**src/design/tg_mem_pkg.sv**
```systemverilog
`default_nettype none

package tg_mem_pkg;

   ////////////////////////////////////////
   // Memory port types
   ////////////////////////////////////////

   // Word address on the memory port
   typedef logic [15:0] mem_addr_t;

   // One memory data word
   typedef logic [31:0] mem_data_t;

   // Data LFSR state, one bit per data bit
   typedef logic [31:0] lfsr_state_t;

   // Feedback taps at bits 31, 21, 1 and 0
   // Next state is state << 1 with bit 0 = XOR of the tapped bits
   localparam lfsr_state_t lfsr_taps = 32'h8020_0003;

endpackage

`default_nettype wire

```
**src/design/tg_ctrl_pkg.sv**
```systemverilog
`default_nettype none

package tg_ctrl_pkg;

   ////////////////////////////////////////
   // APB and configuration types
   ////////////////////////////////////////

   typedef logic [7:0]  apb_addr_t;
   typedef logic [31:0] apb_data_t;

   // Words per loop, 1 to 256
   typedef logic [8:0]  word_count_t;

   // Loops per run, zero runs until stopped
   typedef logic [15:0] loop_count_t;

   ////////////////////////////////////////
   // Register map
   ////////////////////////////////////////

   localparam apb_addr_t reg_ctrl      = 8'h00;
   localparam apb_addr_t reg_status    = 8'h04;
   localparam apb_addr_t reg_base      = 8'h08;
   localparam apb_addr_t reg_count     = 8'h0C;
   localparam apb_addr_t reg_seed      = 8'h10;
   localparam apb_addr_t reg_loops     = 8'h14;
   localparam apb_addr_t reg_fail_addr = 8'h18;
   localparam apb_addr_t reg_pnf       = 8'h1C;

   // Control bits, write-one pulses
   localparam int ctrl_start_bit = 0;
   localparam int ctrl_stop_bit  = 1;

   // Status bits
   localparam int status_busy_bit = 0;
   localparam int status_done_bit = 1;
   localparam int status_pass_bit = 2;
   localparam int status_fail_bit = 3;

   // Stage sequencer states
   typedef enum logic [2:0] {
      seq_idle,
      seq_write,
      seq_read,
      seq_drain,
      seq_done
   } seq_state_t;

endpackage

`default_nettype wire

```
**src/design/tg_regs.sv**
```systemverilog
`timescale 1ns/100ps
`default_nettype none

module tg_regs
   import tg_mem_pkg::*, tg_ctrl_pkg::*;
(
   input  logic        clk,
   input  logic        reset_n,

   // APB slave
   input  apb_addr_t   paddr,
   input  logic        psel,
   input  logic        penable,
   input  logic        pwrite,
   input  apb_data_t   pwdata,
   output apb_data_t   prdata,
   output logic        pready,
   output logic        pslverr,

   // Status from the generator
   input  logic        busy,
   input  logic        done,
   input  mem_data_t   pnf,
   input  logic        fail_seen,
   input  mem_addr_t   first_fail_addr,

   // Control and configuration
   output logic        start_pulse,
   output logic        stop_pulse,
   output mem_addr_t   cfg_base,
   output word_count_t cfg_count,
   output lfsr_state_t cfg_seed,
   output loop_count_t cfg_loops,
   output logic        pass,
   output logic        fail
);

   logic access;
   logic wr_access;
   logic mapped;

   // Access phase of a transfer, no wait states
   assign access    = psel & penable;
   assign wr_access = access & pwrite;
   assign pready    = 1'b1;

   ////////////////////////////////////////
   // Result pins
   ////////////////////////////////////////

   assign pass = done & (&pnf);
   // Infinite mode flags the first mismatch without waiting for done
   assign fail = fail_seen & (done | (cfg_loops == '0));

   ////////////////////////////////////////
   // Read decode
   ////////////////////////////////////////

   always_comb
   begin
      mapped = 1'b1;
      prdata = '0;
      case (paddr)
         // Pulse bits read back as zero
         reg_ctrl      : prdata = '0;
         reg_status    :
         begin
            prdata[status_busy_bit] = busy;
            prdata[status_done_bit] = done;
            prdata[status_pass_bit] = pass;
            prdata[status_fail_bit] = fail;
         end
         reg_base      : prdata = apb_data_t'(cfg_base);
         reg_count     : prdata = apb_data_t'(cfg_count);
         reg_seed      : prdata = apb_data_t'(cfg_seed);
         reg_loops     : prdata = apb_data_t'(cfg_loops);
         reg_fail_addr : prdata = apb_data_t'(first_fail_addr);
         reg_pnf       : prdata = apb_data_t'(pnf);
         default       : mapped = 1'b0;
      endcase
   end

   assign pslverr = access & ~mapped;

   // Control pulses, one cycle after the access edge
   always_ff @(posedge clk)
   begin
      if (!reset_n)
      begin
         start_pulse <= 1'b0;
         stop_pulse  <= 1'b0;
      end
      else
      begin
         start_pulse <= wr_access && (paddr == reg_ctrl) && pwdata[ctrl_start_bit];
         stop_pulse  <= wr_access && (paddr == reg_ctrl) && pwdata[ctrl_stop_bit];
      end
   end

   // Configuration is frozen while a run is active
   always_ff @(posedge clk)
   begin
      if (!reset_n)
      begin
         cfg_base  <= '0;
         cfg_count <= word_count_t'(1);
         cfg_seed  <= lfsr_state_t'(1);
         cfg_loops <= loop_count_t'(1);
      end
      else if (wr_access && !busy)
      begin
         case (paddr)
            reg_base  : cfg_base  <= mem_addr_t'(pwdata);
            reg_count : cfg_count <= word_count_t'(pwdata);
            // All-zero seed would lock the LFSR
            reg_seed  : cfg_seed  <= (pwdata == '0) ? lfsr_state_t'(1) : lfsr_state_t'(pwdata);
            reg_loops : cfg_loops <= loop_count_t'(pwdata);
            default   : ;
         endcase
      end
   end

   // An error response only ends a transfer that went through its setup phase
   assert property (@(posedge clk) disable iff (!reset_n)
      pslverr |-> penable && $past(psel && !penable));

endmodule

`default_nettype wire

```
**src/design/tg_data_lfsr.sv**
```systemverilog
`timescale 1ns/100ps
`default_nettype none

module tg_data_lfsr
   import tg_mem_pkg::*;
(
   input  logic        clk,
   input  logic        reset_n,
   input  logic        load,
   input  lfsr_state_t seed,
   input  logic        step,
   output mem_data_t   value
);

   lfsr_state_t state;
   logic        feedback;

   // XOR of the tapped bits becomes the new bit 0
   assign feedback = ^(state & lfsr_taps);

   ////////////////////////////////////////
   // State register
   ////////////////////////////////////////

   always_ff @(posedge clk)
   begin
      if (!reset_n)
         state <= lfsr_state_t'(1);
      else if (load)
         state <= seed;
      else if (step)
         state <= {state[$bits(lfsr_state_t)-2:0], feedback};
   end

   // Current state is the data word
   assign value = mem_data_t'(state);

endmodule

`default_nettype wire

```
**src/design/tg_driver_fsm.sv**
```systemverilog
`timescale 1ns/100ps
`default_nettype none

module tg_driver_fsm
   import tg_mem_pkg::*, tg_ctrl_pkg::*;
(
   input  logic        clk,
   input  logic        reset_n,

   // Control and configuration
   input  logic        start_pulse,
   input  logic        stop_pulse,
   input  mem_addr_t   cfg_base,
   input  word_count_t cfg_count,
   input  loop_count_t cfg_loops,

   // Memory master port
   input  logic        mem_ready,
   output logic        mem_write,
   output logic        mem_read,
   output mem_addr_t   mem_addr,
   output mem_data_t   mem_wdata,

   // From compare and write LFSR
   input  logic        reads_idle,
   input  mem_data_t   wdata,

   // Status and LFSR control
   output logic        busy,
   output logic        done,
   output logic        write_step,
   output logic        lfsr_load
);

   seq_state_t  state;
   word_count_t word_idx;
   loop_count_t loop_cnt;
   logic        stop_req;
   logic        cmd_accept;
   logic        last_word;
   logic        last_loop;
   logic        end_run;

   ////////////////////////////////////////
   // Command outputs decoded from state
   ////////////////////////////////////////

   assign mem_write = (state == seq_write);
   assign mem_read  = (state == seq_read);
   // Sequential addressing, wraps at 16 bits
   assign mem_addr  = cfg_base + mem_addr_t'(word_idx);
   assign mem_wdata = wdata;

   assign busy = state inside {seq_write, seq_read, seq_drain};
   assign done = (state == seq_done);

   assign cmd_accept = (mem_write | mem_read) & mem_ready;
   assign write_step = mem_write & mem_ready;
   // Both LFSRs restart from the seed on an accepted start
   assign lfsr_load  = start_pulse & ~busy;

   assign last_word = (word_idx == cfg_count - word_count_t'(1));
   // Zero loops never reaches the last loop
   assign last_loop = (cfg_loops != '0) && (loop_cnt == cfg_loops - loop_count_t'(1));
   assign end_run   = stop_req | stop_pulse;

   always_ff @(posedge clk)
   begin
      if (!reset_n)
      begin
         state    <= seq_idle;
         word_idx <= '0;
         loop_cnt <= '0;
         stop_req <= 1'b0;
      end
      else
      begin
         // Stop is held until the current command is taken
         if (stop_pulse && busy)
            stop_req <= 1'b1;

         case (state)
            seq_idle, seq_done:
               if (start_pulse)
               begin
                  state    <= seq_write;
                  word_idx <= '0;
                  loop_cnt <= '0;
                  stop_req <= 1'b0;
               end

            seq_write:
               if (cmd_accept)
               begin
                  word_idx <= word_idx + word_count_t'(1);
                  if (end_run)
                     state <= seq_drain;
                  else if (last_word)
                  begin
                     state    <= seq_read;
                     word_idx <= '0;
                  end
               end

            // Reads go out back to back, data is not awaited here
            seq_read:
               if (cmd_accept)
               begin
                  word_idx <= word_idx + word_count_t'(1);
                  if (end_run || last_word)
                     state <= seq_drain;
               end

            // Wait for all read data before the next loop or the end
            seq_drain:
               if (reads_idle)
               begin
                  if (end_run || last_loop)
                     state <= seq_done;
                  else
                  begin
                     state    <= seq_write;
                     word_idx <= '0;
                     loop_cnt <= loop_cnt + loop_count_t'(1);
                  end
               end

            default: state <= seq_idle;
         endcase
      end
   end

   assert property (@(posedge clk) disable iff (!reset_n)
      !(mem_write && mem_read));

   // A stalled command holds until the memory takes it
   assert property (@(posedge clk) disable iff (!reset_n)
      (mem_write || mem_read) && !mem_ready |=>
         $stable(mem_addr) && $stable(mem_wdata) && $stable(mem_write) && $stable(mem_read));

endmodule

`default_nettype wire

```
**src/design/tg_read_compare.sv**
```systemverilog
`timescale 1ns/100ps
`default_nettype none

module tg_read_compare
   import tg_mem_pkg::*, tg_ctrl_pkg::*;
(
   input  logic        clk,
   input  logic        reset_n,
   input  logic        lfsr_load,
   input  mem_addr_t   cfg_base,
   input  word_count_t cfg_count,

   // Memory port, observed
   input  logic        mem_read,
   input  logic        mem_ready,
   input  logic        mem_rdata_valid,
   input  mem_data_t   mem_rdata,

   // Expected data LFSR
   input  mem_data_t   expected,
   output logic        expect_step,

   // Results
   output mem_data_t   pnf,
   output logic        fail_seen,
   output mem_addr_t   first_fail_addr,
   output logic        reads_idle
);

   word_count_t outstanding;
   word_count_t rd_index;
   mem_data_t   mismatch;
   logic        rd_accept;
   logic        any_mismatch;

   assign rd_accept    = mem_read & mem_ready;
   assign expect_step  = mem_rdata_valid;
   assign mismatch     = mem_rdata ^ expected;
   assign any_mismatch = mem_rdata_valid & (|mismatch);
   assign reads_idle   = (outstanding == '0);

   ////////////////////////////////////////
   // Outstanding read count
   ////////////////////////////////////////

   always_ff @(posedge clk)
   begin
      if (!reset_n)
         outstanding <= '0;
      else
         case ({rd_accept, mem_rdata_valid})
            2'b10   : outstanding <= outstanding + word_count_t'(1);
            2'b01   : outstanding <= outstanding - word_count_t'(1);
            default : ;
         endcase
   end

   ////////////////////////////////////////
   // Data check
   ////////////////////////////////////////

   always_ff @(posedge clk)
   begin
      if (!reset_n || lfsr_load)
      begin
         pnf             <= '1;
         fail_seen       <= 1'b0;
         first_fail_addr <= '0;
         rd_index        <= '0;
      end
      else if (mem_rdata_valid)
      begin
         // Sticky per-bit pass/not-fail
         pnf <= pnf & ~mismatch;
         if (any_mismatch && !fail_seen)
         begin
            fail_seen       <= 1'b1;
            first_fail_addr <= cfg_base + mem_addr_t'(rd_index);
         end
         // Index restarts at base for every loop
         if (rd_index == cfg_count - word_count_t'(1))
            rd_index <= '0;
         else
            rd_index <= rd_index + word_count_t'(1);
      end
   end

   // Memory returns nothing that was not asked for
   assert property (@(posedge clk) disable iff (!reset_n)
      mem_rdata_valid |-> !reads_idle);

endmodule

`default_nettype wire

```
**src/design/tg_driver_top.sv**
```systemverilog
`timescale 1ns/100ps
`default_nettype none

module tg_driver_top
   import tg_mem_pkg::*, tg_ctrl_pkg::*;
(
   input  logic      clk,
   input  logic      reset_n,

   // APB configuration slave
   input  apb_addr_t paddr,
   input  logic      psel,
   input  logic      penable,
   input  logic      pwrite,
   input  apb_data_t pwdata,
   output apb_data_t prdata,
   output logic      pready,
   output logic      pslverr,

   // Memory master port
   output logic      mem_write,
   output logic      mem_read,
   output mem_addr_t mem_addr,
   output mem_data_t mem_wdata,
   input  logic      mem_ready,
   input  logic      mem_rdata_valid,
   input  mem_data_t mem_rdata,

   // Result pins
   output logic      pass,
   output logic      fail
);

   ////////////////////////////////////////
   // Internal connections
   ////////////////////////////////////////

   // Configuration and control
   logic        start_pulse;
   logic        stop_pulse;
   mem_addr_t   cfg_base;
   word_count_t cfg_count;
   lfsr_state_t cfg_seed;
   loop_count_t cfg_loops;

   // Sequencer status
   logic        busy;
   logic        done;
   logic        write_step;
   logic        lfsr_load;

   // Compare results
   mem_data_t   pnf;
   logic        fail_seen;
   mem_addr_t   first_fail_addr;
   logic        reads_idle;
   logic        expect_step;

   // LFSR outputs
   mem_data_t   wdata;
   mem_data_t   expected;

   tg_regs regs0 (
      .clk             (clk),
      .reset_n         (reset_n),
      .paddr           (paddr),
      .psel            (psel),
      .penable         (penable),
      .pwrite          (pwrite),
      .pwdata          (pwdata),
      .prdata          (prdata),
      .pready          (pready),
      .pslverr         (pslverr),
      .busy            (busy),
      .done            (done),
      .pnf             (pnf),
      .fail_seen       (fail_seen),
      .first_fail_addr (first_fail_addr),
      .start_pulse     (start_pulse),
      .stop_pulse      (stop_pulse),
      .cfg_base        (cfg_base),
      .cfg_count       (cfg_count),
      .cfg_seed        (cfg_seed),
      .cfg_loops       (cfg_loops),
      .pass            (pass),
      .fail            (fail)
   );

   tg_driver_fsm fsm0 (
      .clk         (clk),
      .reset_n     (reset_n),
      .start_pulse (start_pulse),
      .stop_pulse  (stop_pulse),
      .cfg_base    (cfg_base),
      .cfg_count   (cfg_count),
      .cfg_loops   (cfg_loops),
      .mem_ready   (mem_ready),
      .mem_write   (mem_write),
      .mem_read    (mem_read),
      .mem_addr    (mem_addr),
      .mem_wdata   (mem_wdata),
      .reads_idle  (reads_idle),
      .wdata       (wdata),
      .busy        (busy),
      .done        (done),
      .write_step  (write_step),
      .lfsr_load   (lfsr_load)
   );

   // Write data, stepped on each accepted write
   tg_data_lfsr wdata_lfsr (
      .clk     (clk),
      .reset_n (reset_n),
      .load    (lfsr_load),
      .seed    (cfg_seed),
      .step    (write_step),
      .value   (wdata)
   );

   // Expected data, stepped on each returned word
   tg_data_lfsr expect_lfsr (
      .clk     (clk),
      .reset_n (reset_n),
      .load    (lfsr_load),
      .seed    (cfg_seed),
      .step    (expect_step),
      .value   (expected)
   );

   tg_read_compare compare0 (
      .clk             (clk),
      .reset_n         (reset_n),
      .lfsr_load       (lfsr_load),
      .cfg_base        (cfg_base),
      .cfg_count       (cfg_count),
      .mem_read        (mem_read),
      .mem_ready       (mem_ready),
      .mem_rdata_valid (mem_rdata_valid),
      .mem_rdata       (mem_rdata),
      .expected        (expected),
      .expect_step     (expect_step),
      .pnf             (pnf),
      .fail_seen       (fail_seen),
      .first_fail_addr (first_fail_addr),
      .reads_idle      (reads_idle)
   );

endmodule

`default_nettype wire

```
**config.mk**
```make
export PLATFORM = sky130hd
export DESIGN_NAME = tg_driver_top
export DESIGN_NICKNAME = d
export VERILOG_FILES = /design/src/design/tg_mem_pkg.sv /design/src/design/tg_ctrl_pkg.sv /design/src/design/tg_regs.sv /design/src/design/tg_data_lfsr.sv /design/src/design/tg_driver_fsm.sv /design/src/design/tg_read_compare.sv /design/src/design/tg_driver_top.sv
export SDC_FILE = /design/constraint.sdc
export NUM_CORES = 1
export LEC_CHECK = 0
export ABC_AREA = 1
export ABC_CLOCK_PERIOD_IN_PS = 6200
export BUFFER_PORTS_ARGS = -buffer_cell sky130_fd_sc_hd__buf_2
export CAP_MARGIN = 5
export CELL_PAD_IN_SITES_DETAIL_PLACEMENT = 0
export CELL_PAD_IN_SITES_GLOBAL_PLACEMENT = 1
export CORE_MARGIN = 2
export CORE_UTILIZATION = 46
export CTS_BUF_LIST = sky130_fd_sc_hd__clkbuf_8
export DETAILED_ROUTE_END_ITERATION = 8
export PLACE_DENSITY = 0.95
export SLEW_MARGIN = 20
export SYNTH_ARGS = -nofsm -noshare
export SYNTH_HDL_FRONTEND = slang
export SYNTH_HIERARCHICAL = 1
export SYNTH_SLANG_ARGS = --single-unit
```
**constraint.sdc**
```tcl
create_clock -name clk -period 6.2 [get_ports clk]
set_clock_uncertainty 0.2 [all_clocks]
set_input_delay 1.86 -clock clk [delete_from_list [all_inputs] [get_ports clk]]
set_output_delay 1.86 -clock clk [all_outputs]
set_load 0.01 [all_outputs]
```
==> results by group <==
Clocking
  – Resize count post-CTS: 0
  – CTS Hold Bufs: 0
  – Root Buffer Master: clkbuf_8
  – Cts bufs inserted: 43
  – CTS Sinks: about 240
  – Max Root-Sink Buffers: 3
  – CTS tree: yes
  – Clk_lat worst skew: around 580 ps
  – Postcts setup bufs: 0
  – CTS H-tree lvls: 2
  – Clk pin slew, worst setup/hold paths: around 60 ps

Worst setup path
  – Crit path largest cell delay: 530 ps
  – CP Cell Sequence: buf_2, nor2_2, nand3_2, nor2_1, nand2_1, nand2_1, nor2_1, nand3_1, buf_2
  – CP Capture Type: primary output
  – Buf/Inv on CP: 2
  – Crit start category: primary input
  – Slowest CP cell: nor2_1
  – Crit Path Category: primary input to primary output
  – Crit path launch: paddr[7]
  – Kind of cell adding the most delay to the critical path: simple AND/OR/NAND/NOR gates
  – WP data required: 4140 ps
  – CP Max Fanout: 8
  – WP data arrival: ~3400 ps
  – Reg2reg start: fsm0/state[2]$_SDFFE_PN0P_

Synth
  – Average size of a mapped cell: just over 6 sq um
  – Top cell type's share of synthesized area: between 30% and 40%
  – Synthesized Nets: approximately 2600
  – Unique masters post-synth: 54
  – Most numerous cell in the Yosys netlist: nand2_1
  – Synth Flop Type: dfxtp_1
  – Commonest cells in the netlist: nand2_1, inv_1, nor2_1
  – Synth top area cells: dfxtp_1, nand2_1, inv_1
  – Post-synthesis cell area: 15500 sq um
  – Cells after synthesis: between 2000 and 3000
  – Yosys reg bits: 235
  – Ys async rst share: 0%
  – Number of synthesized flops with an enable pin: 0
  – Sequential-to-total area share from yosys stat: 30.3%
  – Yosys warning count: 6
  – Largest area contributor in the netlist: dfxtp_1

STA
  – Relative slew margins: between 20 and 25%
  – Peak Freq: between 0.15 and 0.2 GHz
  – RSZ-0062 raised after global routing: no
  – Slew of the pin with the lowest slew margin: ~1100 ps
  – Final hold vios: 0
  – Setup Viol. Count Final: 0
  – Fin crit share: 88.1%
  – Total negative slack: 0 ps
  – Final min period: between 5000 and 6000 ps
  – Max Slew Vio Count: 0

Global route
  – Largest net degree at the start of global routing: 91
  – Total track usage: 27.5%
  – Vias in the first global route: approximately 15000
  – First-pass GRT wire length: 77700 microns
  – Grt ovf: 0
  – Antenna violations before repair: 1

Die
  – Core area: 33400 sq um
  – Starting Density: 46.6%
  – Full die area: approximately 35000 sq um
  – Die W: about 190 microns
  – Row count: 67
  – Chip height: around 190 microns
  – Ports: 165

Final layout
  – Fraction of layout cells with a size suffix above 1: 13.7%
  – Area Overhead vs Synth: 10.8%
  – Fin nets: roughly 2700
  – ANT cells: 0
  – Final Cell Area: between 15000 and 20000 sq um
  – Final Util: around half

Placement
  – GP Congestion: 0.918
  – Dpl hpwl: between 30000 and 40000 microns
  – IO Port Bufs: approximately 160
  – Placed Area: between 15000 and 20000 sq um

Job
  – Max-cap viol count: 0

Routing
  – DR vias/cell: just over 5
  – Drt pass-1 iters: 6
  – Drc violations: 0
  – Initial DRC count: about 1300
  – Post-Route WL: 49800 microns
  – Routed Antenna Nets: 0
  – Drt wl/cell: between 15 and 20 microns
  – Vias: 15900

Pwr
  – Peak supply drop: 132 uV
  – Lkg Pwr: roughly 9 nW
  – Power per cell area: ~230 nW/um^2

Hold path
  – Hold Path Origin: compare0/pnf[10]$_SDFFE_PP1P_
  – Hold Crit Class: flop to flop

Status
  – Status: completed
-- through the flow --
| step | std cells | setup WS (ps) | hold slack [ps] | power [mW] |
|---|---|---|---|---|
| 6_report | 3099 | 735 | 279 | 4.04 |
| 5_1_grt | 3099 | 497 | 307 | 4.24 |
| 4_1_cts | 3099 | 742 | 276 | 4.07 |
| 3_5_place_dp | 3026 | 772 | 267 | 2.44 |
| 3_3_place_gp | 3026 | 789 | 261 | 2.43 |
| 2_1_floorplan | 2515 | 1350 | 249 | 2.25 |
-- routing by layer --
metal	routed length, microns	vias up	track usage, %
met5	13	-	0
met4	1890	2	11.3
met3	4010	114	4.14
met1	21500	7225	36.3
met2	22300	612	44.8
li1	-	7976	-
-- kinds of logic (layout without fill, tap and decap cells) --
group	Yosys count	count (layout)	synth area share [%]
simple gates	1499	1499	41.7
buf+inv	449	585	12.8
flops	235	235	30.3
compound gates	222	222	8.08
xor+xnor	74	74	4.17
fa+ha+maj	35	35	2.96
other cells	1	1	0.0241
-- placed cells by master, fill, tap and decap left out, types with 3 or more instances in the layout --
cell       netlist  layout
a21oi_1         59      59
a21oi_2         23      23
a31oi_1          4       4
buf_2           23     162
buf_4           40       7
bufinv_16        0       4
clkbuf_8         0      53
clkinv_1         3       3
clkinv_2         0       5
dfxtp_1        235     235
fa_1             3       3
ha_1            32      32
inv_1          323     332
inv_2           13      13
nand2_1        884     884
nand2_2         27      27
nand2_4          6       6
nand3_1        167     167
nand3_2          4       4
nand3b_1        10      10
nand4_1         36      36
nor2_1         284     282
nor2_2          21      21
nor2_4          14      16
nor2_8           3       3
nor3_1          17      17
nor3_2           3       3
nor3b_1          6       6
nor4_1           6       6
o211ai_1         4       4
o21ai_0         84      84
o21ai_1         34      34
or2_2            4       4
xnor2_1         27      27
xor2_1          47      47
-- cell type report --
| type | count | area, sq um |
|---|---|---|
| Clock buffer | 53 | 729 |
| Fill cell | 3478 | 16200 |
| Timing Repair Buffer | 169 | 863 |
| Sequential cell | 235 | 4700 |
| Inverter | 343 | 1300 |
| Clock inverter | 20 | 195 |
| Multi-Input combinational cell | 1831 | 8850 |
| Tap cell | 448 | 561 |
-- tightest hold or removal path: cells and delay by family, from the launching register on --
kind	cells	cell delay [ps]
and+or+nand+nor	1	50
AOI/OAI and AO/OA	1	70
DFF	1	320
-- report_power, final --
group | switching [mW] | internal, mW | leakage, nW
clock network | 0.682 | 0.936 | 0.510
logic | 0.529 | 0.247 | 6.38
registers | 0.0693 | 1.58 | 1.91
total | 1.28 | 2.76 | 8.80
-- flip-flops by register name, summed over array words and instances (netlist names) --
signal,count
compare0/outstanding,9
wdata_lfsr/value,32
compare0/fail_seen,1
regs0/stop_pulse,1
fsm0/stop_req,1
regs0/cfg_seed,32
fsm0/word_idx,9
compare0/first_fail_addr,16
compare0/pnf,32
compare0/rd_index,9
regs0/cfg_count,9
regs0/cfg_loops,16
fsm0/loop_cnt,16
regs0/start_pulse,1
fsm0/state,3
expect_lfsr/value,32
regs0/cfg_base,16
-- worst paths after layout --
kind                                              to  slack [ps]  cells past startpoint
hold / removal         compare0/pnf[10]$_SDFFE_PP1P_         280                      2
hold reg to reg        compare0/pnf[10]$_SDFFE_PP1P_         280                      2
setup reg to reg  expect_lfsr/value[23]$_SDFFE_PN0P_        3300                      9
setup / recovery                           prdata[5]         740                      9
(Power assumes the default switching activity.)
